==> src/rvIsaPkg.sv <==
// RV32I encodings needed by the control path, no compressed or system opcodes
// ALU operation codes must match the datapath ALU
`default_nettype none

package rvIsaPkg;

    // raw instruction fields
    typedef logic [6:0] opcodeT;
    typedef logic [2:0] funct3T;

    // ALU operation, shared with the datapath ALU
    typedef enum logic [2:0]
    {
        aluAdd = 3'b000,
        aluSub = 3'b001,
        aluAnd = 3'b010,
        aluOr  = 3'b011,
        aluXor = 3'b100,
        aluSlt = 3'b101
    } aluCtrlT;

    // immediate format for the extend unit
    typedef enum logic [2:0]
    {
        immI = 3'b000,
        immS = 3'b001,
        immB = 3'b010,
        immJ = 3'b011,
        immU = 3'b100
    } immSrcT;

    // opcodes handled by the controller
    localparam opcodeT OP_LOAD   = 7'b0000011;
    localparam opcodeT OP_STORE  = 7'b0100011;
    localparam opcodeT OP_RTYPE  = 7'b0110011;
    localparam opcodeT OP_ITYPE  = 7'b0010011;
    localparam opcodeT OP_JAL    = 7'b1101111;
    localparam opcodeT OP_BRANCH = 7'b1100011;
    localparam opcodeT OP_LUI    = 7'b0110111;
    // all-zero word treated as nop
    localparam opcodeT OP_NOP    = 7'b0000000;

    // funct3 values of the arithmetic group
    localparam funct3T F3_ADD_SUB = 3'b000;
    localparam funct3T F3_SLT     = 3'b010;
    localparam funct3T F3_XOR     = 3'b100;
    localparam funct3T F3_OR      = 3'b110;
    localparam funct3T F3_AND     = 3'b111;

endpackage

`default_nettype wire

==> src/ctrlPkg.sv <==
// control path types of the multicycle controller
// select encodings are fixed by the datapath muxes
`default_nettype none

package ctrlPkg;

    // multicycle FSM states, 14 of 16 codes used
    typedef enum logic [3:0]
    {
        sReset        = 4'd0,
        sFetch        = 4'd1,
        sDecode       = 4'd2,
        sMemAddr      = 4'd3,
        sMemRead      = 4'd4,
        sMemWb        = 4'd5,
        sMemWrite     = 4'd6,
        sExecuteR     = 4'd7,
        sAluWriteBack = 4'd8,
        sExecuteI     = 4'd9,
        sJal          = 4'd10,
        sBeq          = 4'd11,
        sLui          = 4'd12,
        sError        = 4'd13
    } ctrlStateT;

    // instruction class from the opcode
    typedef enum logic [3:0]
    {
        clsLoad    = 4'd0,
        clsStore   = 4'd1,
        clsRType   = 4'd2,
        clsIType   = 4'd3,
        clsJal     = 4'd4,
        clsBranch  = 4'd5,
        clsLui     = 4'd6,
        clsNop     = 4'd7,
        clsIllegal = 4'd8
    } instrClassT;

    // ALU A input mux
    typedef enum logic [1:0]
    {
        srcAPc    = 2'b00,
        srcAOldPc = 2'b01,
        srcAReg   = 2'b10,
        srcAZero  = 2'b11
    } srcASelT;

    // ALU B input mux
    typedef enum logic [1:0]
    {
        srcBReg  = 2'b00,
        srcBImm  = 2'b01,
        srcBFour = 2'b10
    } srcBSelT;

    // result bus mux
    typedef enum logic [1:0]
    {
        resAluOut    = 2'b00,
        resData      = 2'b01,
        resAluResult = 2'b10
    } resultSelT;

endpackage

`default_nettype wire

==> src/instrDecode.sv <==
// purely combinational, fields must be stable from Decode to the next Fetch
// unknown opcodes classify as illegal, funct7 bit 5 only matters for R-type
`timescale 1ns/1ps
`default_nettype none

module instrDecode
(
    input  rvIsaPkg::opcodeT      i_opcode,
    input  rvIsaPkg::funct3T      i_funct3,
    input  logic                  i_funct7b5,
    output ctrlPkg::instrClassT   o_instrClass,
    output rvIsaPkg::aluCtrlT     o_aluCtrl,
    output rvIsaPkg::immSrcT      o_immSrc
);

    // opcode to class and immediate format
    always_comb
    begin
        o_instrClass = ctrlPkg::clsIllegal;
        // I format also covers the classes without an immediate
        o_immSrc = rvIsaPkg::immI;
        case (i_opcode)
            rvIsaPkg::OP_LOAD:
            begin
                o_instrClass = ctrlPkg::clsLoad;
            end
            rvIsaPkg::OP_STORE:
            begin
                o_instrClass = ctrlPkg::clsStore;
                o_immSrc = rvIsaPkg::immS;
            end
            rvIsaPkg::OP_RTYPE:
            begin
                o_instrClass = ctrlPkg::clsRType;
            end
            rvIsaPkg::OP_ITYPE:
            begin
                o_instrClass = ctrlPkg::clsIType;
            end
            rvIsaPkg::OP_JAL:
            begin
                o_instrClass = ctrlPkg::clsJal;
                o_immSrc = rvIsaPkg::immJ;
            end
            rvIsaPkg::OP_BRANCH:
            begin
                o_instrClass = ctrlPkg::clsBranch;
                o_immSrc = rvIsaPkg::immB;
            end
            rvIsaPkg::OP_LUI:
            begin
                o_instrClass = ctrlPkg::clsLui;
                o_immSrc = rvIsaPkg::immU;
            end
            rvIsaPkg::OP_NOP:
            begin
                o_instrClass = ctrlPkg::clsNop;
            end
            default:
            begin
                o_instrClass = ctrlPkg::clsIllegal;
            end
        endcase
    end

    // ALU op from funct3, only for the arithmetic classes
    always_comb
    begin
        o_aluCtrl = rvIsaPkg::aluAdd;
        if (o_instrClass == ctrlPkg::clsRType || o_instrClass == ctrlPkg::clsIType)
        begin
            case (i_funct3)
                // addi has no sub form, so funct7 is ignored for I-type
                rvIsaPkg::F3_ADD_SUB:
                    o_aluCtrl = (o_instrClass == ctrlPkg::clsRType && i_funct7b5)
                              ? rvIsaPkg::aluSub : rvIsaPkg::aluAdd;
                rvIsaPkg::F3_SLT:
                    o_aluCtrl = rvIsaPkg::aluSlt;
                rvIsaPkg::F3_XOR:
                    o_aluCtrl = rvIsaPkg::aluXor;
                rvIsaPkg::F3_OR:
                    o_aluCtrl = rvIsaPkg::aluOr;
                rvIsaPkg::F3_AND:
                    o_aluCtrl = rvIsaPkg::aluAnd;
                // shifts and sltu are not supported
                default:
                    o_aluCtrl = rvIsaPkg::aluAdd;
            endcase
        end
    end

endmodule

`default_nettype wire

==> src/phaseSequencer.sv <==
// state register of the multicycle FSM, one transition per clk
// resetn is an active-high synchronous reset, held state is Reset
// MemAddr with a class other than load or store falls into Error
`timescale 1ns/1ps
`default_nettype none

module phaseSequencer
(
    input  logic                 clk,
    input  logic                 resetn,
    input  ctrlPkg::instrClassT  i_instrClass,
    output ctrlPkg::ctrlStateT   o_state
);

    ctrlPkg::ctrlStateT state;
    ctrlPkg::ctrlStateT nextState;

    always_ff @(posedge clk)
    begin
        if (resetn)
        begin
            state <= ctrlPkg::sReset;
        end
        else
        begin
            state <= nextState;
        end
    end

    // next state
    always_comb
    begin
        nextState = ctrlPkg::sReset;
        case (state)
            ctrlPkg::sReset:
                nextState = ctrlPkg::sFetch;
            ctrlPkg::sFetch:
                nextState = ctrlPkg::sDecode;
            // class is valid from here on
            ctrlPkg::sDecode:
            begin
                case (i_instrClass)
                    ctrlPkg::clsLoad,
                    ctrlPkg::clsStore:  nextState = ctrlPkg::sMemAddr;
                    ctrlPkg::clsRType:  nextState = ctrlPkg::sExecuteR;
                    ctrlPkg::clsIType:  nextState = ctrlPkg::sExecuteI;
                    ctrlPkg::clsJal:    nextState = ctrlPkg::sJal;
                    ctrlPkg::clsBranch: nextState = ctrlPkg::sBeq;
                    ctrlPkg::clsLui:    nextState = ctrlPkg::sLui;
                    // nop retires in Decode
                    ctrlPkg::clsNop:    nextState = ctrlPkg::sFetch;
                    default:            nextState = ctrlPkg::sError;
                endcase
            end
            ctrlPkg::sMemAddr:
            begin
                if (i_instrClass == ctrlPkg::clsLoad)
                    nextState = ctrlPkg::sMemRead;
                else if (i_instrClass == ctrlPkg::clsStore)
                    nextState = ctrlPkg::sMemWrite;
                else
                    nextState = ctrlPkg::sError;
            end
            ctrlPkg::sMemRead:
                nextState = ctrlPkg::sMemWb;
            ctrlPkg::sMemWb,
            ctrlPkg::sMemWrite,
            ctrlPkg::sAluWriteBack,
            ctrlPkg::sBeq:
                nextState = ctrlPkg::sFetch;
            ctrlPkg::sExecuteR,
            ctrlPkg::sExecuteI,
            ctrlPkg::sJal:
                nextState = ctrlPkg::sAluWriteBack;
            // lui reuses the I-type execute step
            ctrlPkg::sLui:
                nextState = ctrlPkg::sExecuteI;
            // illegal instruction restarts the machine
            ctrlPkg::sError:
                nextState = ctrlPkg::sReset;
            default:
                nextState = ctrlPkg::sReset;
        endcase
    end

    assign o_state = state;

    // class must hold from Decode until the next Fetch
    classHeld: assert property (@(posedge clk) disable iff (resetn)
        !(state inside {ctrlPkg::sReset, ctrlPkg::sFetch, ctrlPkg::sDecode})
            |-> $stable(i_instrClass));

endmodule

`default_nettype wire

==> src/ctrlSignalGen.sv <==
// Moore outputs decoded from the current state, no registers
// PC write in BEQ follows i_zero in the same cycle
`timescale 1ns/1ps
`default_nettype none

module ctrlSignalGen
(
    input  ctrlPkg::ctrlStateT   i_state,
    input  ctrlPkg::instrClassT  i_instrClass,
    input  rvIsaPkg::aluCtrlT    i_aluCtrl,
    input  logic                 i_zero,
    output logic                 o_pcWrite,
    output logic                 o_adrSrc,
    output logic                 o_memWrite,
    output logic                 o_irWrite,
    output ctrlPkg::resultSelT   o_resultSrc,
    output rvIsaPkg::aluCtrlT    o_aluControl,
    output ctrlPkg::srcASelT     o_aluSrcA,
    output ctrlPkg::srcBSelT     o_aluSrcB,
    output logic                 o_regWrite
);

    always_comb
    begin
        // idle values, also what Reset and Error drive
        o_pcWrite    = 1'b0;
        o_adrSrc     = 1'b0;
        o_memWrite   = 1'b0;
        o_irWrite    = 1'b0;
        o_regWrite   = 1'b0;
        o_resultSrc  = ctrlPkg::resAluOut;
        o_aluControl = rvIsaPkg::aluAdd;
        o_aluSrcA    = ctrlPkg::srcAPc;
        o_aluSrcB    = ctrlPkg::srcBReg;
        case (i_state)
            // load IR and write pc + 4 back via the result bus
            ctrlPkg::sFetch:
            begin
                o_irWrite   = 1'b1;
                o_pcWrite   = 1'b1;
                o_resultSrc = ctrlPkg::resAluResult;
                o_aluSrcA   = ctrlPkg::srcAPc;
                o_aluSrcB   = ctrlPkg::srcBFour;
            end
            // oldPc + imm, branch and jump target into ALUOut
            ctrlPkg::sDecode:
            begin
                o_aluSrcA    = ctrlPkg::srcAOldPc;
                o_aluSrcB    = ctrlPkg::srcBImm;
                o_aluControl = i_aluCtrl;
            end
            // rs1 + offset
            ctrlPkg::sMemAddr:
            begin
                o_aluSrcA = ctrlPkg::srcAReg;
                o_aluSrcB = ctrlPkg::srcBImm;
            end
            // address from ALUOut
            ctrlPkg::sMemRead:
            begin
                o_adrSrc = 1'b1;
            end
            ctrlPkg::sMemWb:
            begin
                o_resultSrc = ctrlPkg::resData;
                o_regWrite  = 1'b1;
            end
            ctrlPkg::sMemWrite:
            begin
                o_adrSrc   = 1'b1;
                o_memWrite = 1'b1;
            end
            ctrlPkg::sExecuteR:
            begin
                o_aluSrcA    = ctrlPkg::srcAReg;
                o_aluSrcB    = ctrlPkg::srcBReg;
                o_aluControl = i_aluCtrl;
            end
            // ALUOut to rd
            ctrlPkg::sAluWriteBack:
            begin
                o_regWrite = 1'b1;
            end
            // lui arrives here too, 0 + U immediate
            ctrlPkg::sExecuteI:
            begin
                o_aluSrcA    = (i_instrClass == ctrlPkg::clsLui)
                             ? ctrlPkg::srcAZero : ctrlPkg::srcAReg;
                o_aluSrcB    = ctrlPkg::srcBImm;
                o_aluControl = i_aluCtrl;
            end
            // link value oldPc + 4, target already in ALUOut from Decode
            ctrlPkg::sJal:
            begin
                o_aluSrcA = ctrlPkg::srcAOldPc;
                o_aluSrcB = ctrlPkg::srcBFour;
                o_pcWrite = 1'b1;
            end
            // rs1 - rs2, taken when the ALU reports zero
            ctrlPkg::sBeq:
            begin
                o_aluSrcA    = ctrlPkg::srcAReg;
                o_aluSrcB    = ctrlPkg::srcBReg;
                o_aluControl = rvIsaPkg::aluSub;
                o_pcWrite    = i_zero;
            end
            ctrlPkg::sLui:
            begin
                o_aluSrcA = ctrlPkg::srcAZero;
                o_aluSrcB = ctrlPkg::srcBFour;
            end
            default:
            begin
                o_pcWrite = 1'b0;
            end
        endcase
    end

endmodule

`default_nettype wire

==> src/multicycleControl.sv <==
// control unit of a multicycle RV32I core, outputs are Moore from the state
// resetn is active high and synchronous, opcode fields valid from Decode on
`timescale 1ns/1ps
`default_nettype none

module multicycleControl
(
    input  logic                 clk,
    input  logic                 resetn,
    input  rvIsaPkg::opcodeT     i_opcode,
    input  rvIsaPkg::funct3T     i_funct3,
    input  logic                 i_funct7b5,
    input  logic                 i_zero,
    output logic                 o_pcWrite,
    output logic                 o_adrSrc,
    output logic                 o_memWrite,
    output logic                 o_irWrite,
    output ctrlPkg::resultSelT   o_resultSrc,
    output rvIsaPkg::aluCtrlT    o_aluControl,
    output ctrlPkg::srcASelT     o_aluSrcA,
    output ctrlPkg::srcBSelT     o_aluSrcB,
    output rvIsaPkg::immSrcT     o_immSrc,
    output logic                 o_regWrite
);

    // decoded class feeds both the FSM and the output decode
    ctrlPkg::instrClassT  instrClass;
    rvIsaPkg::aluCtrlT    decodedAluCtrl;
    ctrlPkg::ctrlStateT   state;

    instrDecode instrDecode_i
    (
        .i_opcode     (i_opcode),
        .i_funct3     (i_funct3),
        .i_funct7b5   (i_funct7b5),
        .o_instrClass (instrClass),
        .o_aluCtrl    (decodedAluCtrl),
        .o_immSrc     (o_immSrc)
    );

    phaseSequencer phaseSequencer_i
    (
        .clk          (clk),
        .resetn       (resetn),
        .i_instrClass (instrClass),
        .o_state      (state)
    );

    ctrlSignalGen ctrlSignalGen_i
    (
        .i_state      (state),
        .i_instrClass (instrClass),
        .i_aluCtrl    (decodedAluCtrl),
        .i_zero       (i_zero),
        .o_pcWrite    (o_pcWrite),
        .o_adrSrc     (o_adrSrc),
        .o_memWrite   (o_memWrite),
        .o_irWrite    (o_irWrite),
        .o_resultSrc  (o_resultSrc),
        .o_aluControl (o_aluControl),
        .o_aluSrcA    (o_aluSrcA),
        .o_aluSrcB    (o_aluSrcB),
        .o_regWrite   (o_regWrite)
    );

endmodule

`default_nettype wire

==> config.mk <==
export PLATFORM = sky130hd
export DESIGN_NAME = multicycleControl
export DESIGN_NICKNAME = d
export VERILOG_FILES = /design/src/rvIsaPkg.sv /design/src/ctrlPkg.sv /design/src/instrDecode.sv /design/src/phaseSequencer.sv /design/src/ctrlSignalGen.sv /design/src/multicycleControl.sv
export SDC_FILE = /design/constraint.sdc
export NUM_CORES = 1
export LEC_CHECK = 0
export CORE_MARGIN = 2
export CORE_UTILIZATION = 51
export CTS_CLUSTER_DIAMETER = 100
export CTS_CLUSTER_SIZE = 30
export DETAILED_ROUTE_END_ITERATION = 12
export DONT_BUFFER_PORTS = 1
export MAX_ROUTING_LAYER = met4
export PLACE_DENSITY_LB_ADDON = 0.25
export SYNTH_ARGS = -nofsm -noshare
export SYNTH_HDL_FRONTEND = slang
export SYNTH_HIERARCHICAL = 1
export SYNTH_SLANG_ARGS = --single-unit
==> constraint.sdc <==
create_clock -name clk -period 1.95 [get_ports clk]
set_input_delay 0.195 -clock clk [delete_from_list [all_inputs] [get_ports clk]]
set_output_delay 0.195 -clock clk [all_outputs]
set_load 0.1 [all_outputs]
# Word level (Yosys, flattened, before mapping)

Memory sizes are Yosys's and may differ from the RTL's.
Index checks and enable logic that the tools add are counted.

Bits in read-only memories: 32
Output and inout port bits: 17
Register bits after elaboration: 4
RAM bits: 0
Bits in latches: 0
Logic and storage cells: 64
Memories kept: 1

Equal/unequal tests: 27
Bitwise operators: 0
$lt $le $gt $ge: 0
Reductions and logical operators: 16
Muxes and demuxes: 19
Multiply operators: 0
Shift-type cells: 0
Div/mod/pow operators: 0
Add/subtract/negate cells: 0

Memories:

| memory           | words | bits a word | rd ports | clocked after memory_dff | wr ports | line                 | RTL |
|---|---|---|---|---|---|---|---|
| (name not given) | 8     | 4           | 1        | 0                        | 0        | phaseSequencer.sv:42 | `case (i_instrClass)` |

Operator list:

| kind                 | number |
|---|---|
| $pmux W4 S8          | 1 |
| $pmux W4 S7          | 1 |
| $eq A7 B6 Y1 const B | 3 |
| $eq A4 B3 Y1 const B | 5 |
| $eq A4 B4 Y1 const B | 5 |
| $eq A4 B2 Y1 const B | 4 |
| $pmux W3 S5          | 1 |
| $reduce_or A3 Y1     | 5 |
| $eq A7 B7 Y1 const B | 2 |
| $mux W4              | 3 |
| $pmux W3 S4          | 1 |
| $eq A3 B3 Y1 const B | 3 |
| $eq A4 B1 Y1 const B | 2 |
| $logic_not A4 Y1     | 2 |
| $pmux W2 S2          | 2 |
| $pmux W2 S4          | 1 |
| $reduce_or A2 Y1     | 4 |
| $eq A7 B2 Y1 const B | 1 |
| $eq A7 B5 Y1 const B | 1 |
| $logic_not A7 Y1     | 1 |
| $mux W1              | 6 |
| $pmux W3 S2          | 1 |
| $reduce_or A5 Y1     | 1 |
| $eq A3 B2 Y1 const B | 1 |
| other kinds (5)      | 5 |

# Longest topological paths before layout

Depth in word-level cells: 8
Depth in mapped cells: 7

# Hierarchy

The synthesis kept the hierarchy.

Modules (own cells, without submodules):

| module         | area each (sq um) | cells an instance | times used | sequential area each (sq um) |
|---|---|---|---|---|
| phaseSequencer | 296.5             | 38                | 1          | 80.1 |
| ctrlSignalGen  | 274.0             | 44                | 1          | 0.0 |
| instrDecode    | 201.4             | 32                | 1          | 0.0 |

# Worst setup path after synthesis

No wires, ideal clock.

Path kind: in2out
From: in i_opcode[6]
To: out o_aluControl[0]
Data arrival time: 3.515 ns
Required time: 1.755 ns
Slack: -1.760 ns
Cell stages on the path: 6
Cells stage by stage: nand2b_1 > or4_4 > nor3_1 > inv_1 > o32a_1 > o21ai_0

Longest elaborated chain between the ends: 8
Elaborated cells on any way between the ends: 17
Classes of those cells: eq/ne (9); mux (5); reduce/logical (3)

RTL lines:

| item                                 | line                                 | RTL |
|---|---|---|
| from (decl)                          | multicycleControl.sv:10              | `input rvIsaPkg::opcodeT i_opcode,` |
| $eq A7 B6 Y1 (tied with other cells) | instrDecode.sv:22                    | `case (i_opcode)` |
| $pmux W4 S8 (*)                      | instrDecode.sv:22                    |  |
| $eq A4 B2 Y1                         | instrDecode.sv:70, instrDecode.sv:75 |  |
| $logic_and A1 B1 Y1                  | instrDecode.sv:75                    | `o_aluCtrl = (o_instrClass == ctrlPkg::clsRType && i_funct7b5)` |
| $mux W1                              | instrDecode.sv:76                    | `? rvIsaPkg::aluSub : rvIsaPkg::aluAdd;` |
| $pmux W3 S5                          | instrDecode.sv:72                    | `case (i_funct3)` |
| $mux W3 (*)                          | instrDecode.sv:70                    | `if (o_instrClass == ctrlPkg::clsRType \|\| o_instrClass == ctrlPkg::clsIType)` |
| net decodedAluCtrl[0]                | multicycleControl.sv:28              | `rvIsaPkg::aluCtrlT decodedAluCtrl;` |
| $pmux W3 S2 (*)                      | ctrlSignalGen.sv:35                  | `case (i_state)` |
| to (decl)                            | multicycleControl.sv:19              | `output rvIsaPkg::aluCtrlT o_aluControl,` |

The timed path passes the listed nets; every way through them passes the cells marked *.

# Worst setup path in the final report

From: in i_opcode[3]
To: out o_aluSrcA[0]

Longest elaborated chain between the ends: 5
Elaborated cells on any way between the ends: 12
Classes of those cells: eq/ne (8); mux (3); reduce/logical (1)

RTL lines:

| item                                 | line                    | RTL |
|---|---|---|
| $eq A7 B6 Y1 (tied with other cells) | instrDecode.sv:22       |  |
| $pmux W4 S8 (*)                      | instrDecode.sv:22       |  |
| net instrClass[3]                    | multicycleControl.sv:27 | `ctrlPkg::instrClassT instrClass;` |
| $eq A4 B3 Y1 (*)                     | ctrlSignalGen.sv:87     | `o_aluSrcA = (i_instrClass == ctrlPkg::clsLui)` |
| $mux W1 (*)                          | ctrlSignalGen.sv:88     | `? ctrlPkg::srcAZero : ctrlPkg::srcAReg;` |
| $pmux W2 S4 (*)                      | ctrlSignalGen.sv:35     |  |
| to (decl)                            | multicycleControl.sv:20 | `output ctrlPkg::srcASelT o_aluSrcA,` |

Marked as above.

==> key figures <==
Status
  • Failing checks: negative setup slack
  • Outcome: finished with violations

Detailed routing
  • Total number of vias: 1069
  • Routed len/inst: 19.8 µm
  • Via density: 6.81
  • Drt drc: 0
  • Drt pass-1 iters: 4
  • Remaining antenna violation count: 0
  • DR iter-0 viols: 34
  • Post-Route WL: 3120 µm

STA
  • Max Fclk: 0.476 GHz
  • Max-slew violations: 0
  • RSZ-0062 raised after global routing: true
  • Relative slew margins: 70.5%
  • Fin crit share: 108%
  • Clock skew: 2.93 ps
  • Final Hold Viols: 0
  • Final worst slack: -149 ps
  • Worst Max-Slew Pin Slew: 437 ps
  • Final min period: 2100 ps
  • Setup violators final: 2
  • Final hold slack: 19.7 ps

Flow run
  • Maxcap violations: 0

Yosys
  • Synth area leader: dfxtp_1
  • Synth area leaders: dfxtp_1 (10%), nor2_1 (6.3%), nand2b_1 (4.9%), nor2b_1 (4.9%), xnor2_1 (4.5%)
  • Net Count, Synth: 128
  • Cells after Synth: 114
  • YS warnings: 6
  • Post-synth EDFFs: 0
  • Post-synth cell types: 48
  • Seq/Total Area, Yosys: 10.4%
  • FFs w/ async S/R, synth: 0%
  • Synth Flop Type: dfxtp_1
  • Cell area after synthesis: 772 µm²
  • Syn avg cell area: 6.77 µm²
  • Post-synth top area share: 10.4%
  • Seq cells post-synth: 4

Hold path
  • Worst hold path type: input pin to register
  • Min-Delay Path Depth: 1

Critical path
  • Type of the worst setup path: input pin to output port
  • Crit path launch type: input pin
  • Critical path data arrival time: 1900 ps
  • CP cell instances: or4_4 -> o211a_1 -> or4b_1 -> o21a_1 -> o21ai_4 -> buf_12
  • Slowest CP cell: or4_4
  • CP max stage delay: 510 ps
  • Worst R2R Path Depth: 5
  • Element type at the critical path end: output port
  • WP data required: 1750 ps
  • Crit Path Max Fanout: 8
  • Worst R2R Setup Slack: 480 ps

Floorplan
  • Die area: 1840 µm²
  • Die W: 42.9 µm
  • Placeable Area: 1450 µm²
  • Initial Util: 53.1%
  • Die Y: 42.9 µm
  • Ports: 31
  • Row cnt: 14

Pwr
  • Leakage power: 0.000468 µW
  • Pwr dens: 609 nW/µm²
  • VDD IR-drop max: 0.445 mV

Clock network
  • Root Driver: clkbuf_4
  • Clock transition at the registers of the reported paths: 40 ps
  • CTS sink cnt: 4
  • CTS hold repair buffers: 0
  • Post-CTS repair timing setup buffer count: 0
  • Clock tree buffer depth: 2
  • Htree depth: 1
  • CTS tree: yes
  • CTS Buf Count: 3
  • Clock insertion delay at the later pin of the skew report: 230 ps

Finish
  • Fin nets: 157
  • Non-filler instance count after layout: 157
  • Max FFs per register: 4
  • Synth-to-Final Area Change: 74.1%
  • # diodes: 0
  • Layout cells sized above 1: 45.4%

Placement
  • Hpwl dp: 1930 µm
  • DP Cell Count: 154
  • Port Buffers: 0
  • GPL Wtd Cong: 0.761

Global route
  • Vias in the first global route: 1004
  • First-pass GRT wire length: 4640 µm
  • Initial antenna violation count: 0
  • Gr ovfl total: 0
  • Largest net degree at the start of global routing: 20
  • Tot GR Track Use: 33.4%
[metal layers]
| layer | global-route usage [%] | routed length, µm | part of all wire, % |
|---|---|---|---|
| met1 | 36.2 | 1200 | 38 |
| met2 | 61.8 | 1630 | 52 |
| met3 | 2.55 | 156 | 5.0 |
| met4 | 13.1 | 131 | 4.2 |
| met5 | - | 0 | 0 |
[cells in the mapped netlist (2+ instances only)]
library cell,number
a21oi_1,6
nor2_1,13
nand2b_1,6
nand2_1,9
o21ai_0,6
buf_2,4
nand3_1,4
mux2_2,2
xnor2_1,4
a211oi_1,2
nand3b_1,3
nor3_1,6
dfxtp_1,4
inv_1,4
o21bai_1,2
nor2b_1,6
a31oi_1,2
[power breakdown]
group	internal, µW	total, µW	leakage, µW	switching [µW]
logic	217	597	0.000421	380
registers	92.7	117	0.0000335	24.3
clock network	69.0	104	0.0000138	35.2
total	379	818	0.000468	439
[placed cells by master, fill, tap and decap left out, types with 3 or more instances in the layout]
cell	count
buf_12	14
clkbuf_4	3
nand2_1	8
nand3b_1	3
buf_4	15
inv_1	4
nor2_1	7
xnor2_1	4
nand3_1	4
nor3_1	4
nor2b_1	4
o21ai_0	3
a21oi_1	3
nor2_2	4
nand2b_1	5
[through the flow]
step	utilization [%]	power [µW]	TNS, ps	worst slack, ps	instance area [µm²]
2_1_floorplan	-	528	-855	-484	890
3_3_place_gp	87.1	674	-132	-126	1270
3_5_place_dp	87.1	691	-307	-168	1270
4_1_cts	90.0	796	-128	-128	1310
5_1_grt	92.4	846	-346	-222	1340
6_report	92.4	818	-238	-149	1340
[kinds of logic (layout without fill, tap and decap cells)]
logic type,Yosys count,count (layout),synth area share (%)
compound gates,30,30,26.7
simple gates,63,63,48.1
mux,3,3,4.21
flops,4,4,10.4
buf+inv,10,37,6.00
xor+xnor,4,4,4.54
[repair_timing]
| action | 4_1_cts | 5_1_grt |
|---|---|---|
| resized for setup | 4 | 9 |
| setup endpoints to repair | 3 | 9 |
| pin swaps | 1 | 4 |
| hold endpoints to repair | 0 | 0 |
[worst max-delay path, delay by kind of cell]
kind | cells | cell delay (ps)
simple gates | 2 | 970
compound gates | 3 | 530
buf+inv | 1 | 190
[final cells by class]
cell class / instances / area [µm²]
fillers: 55 / 110
multi-input cells: 100 / 800
flip-flops and latches: 4 / 82.6
repair buffers: 30 / 404
inverters: 4 / 15.0
well taps: 16 / 20.0
clock buffers: 3 / 22.5
[worst paths after layout]
check | startpoint | endpoint
setup / recovery | i_opcode[3] | o_aluSrcA[0]
hold / removal | resetn | phaseSequencer_i/o_state[1]
setup reg to reg | phaseSequencer_i/o_state[2] | phaseSequencer_i/o_state[3]
hold reg to reg | phaseSequencer_i/o_state[3] | phaseSequencer_i/o_state[1]
Note: power is estimated with default switching activity, not from simulation.
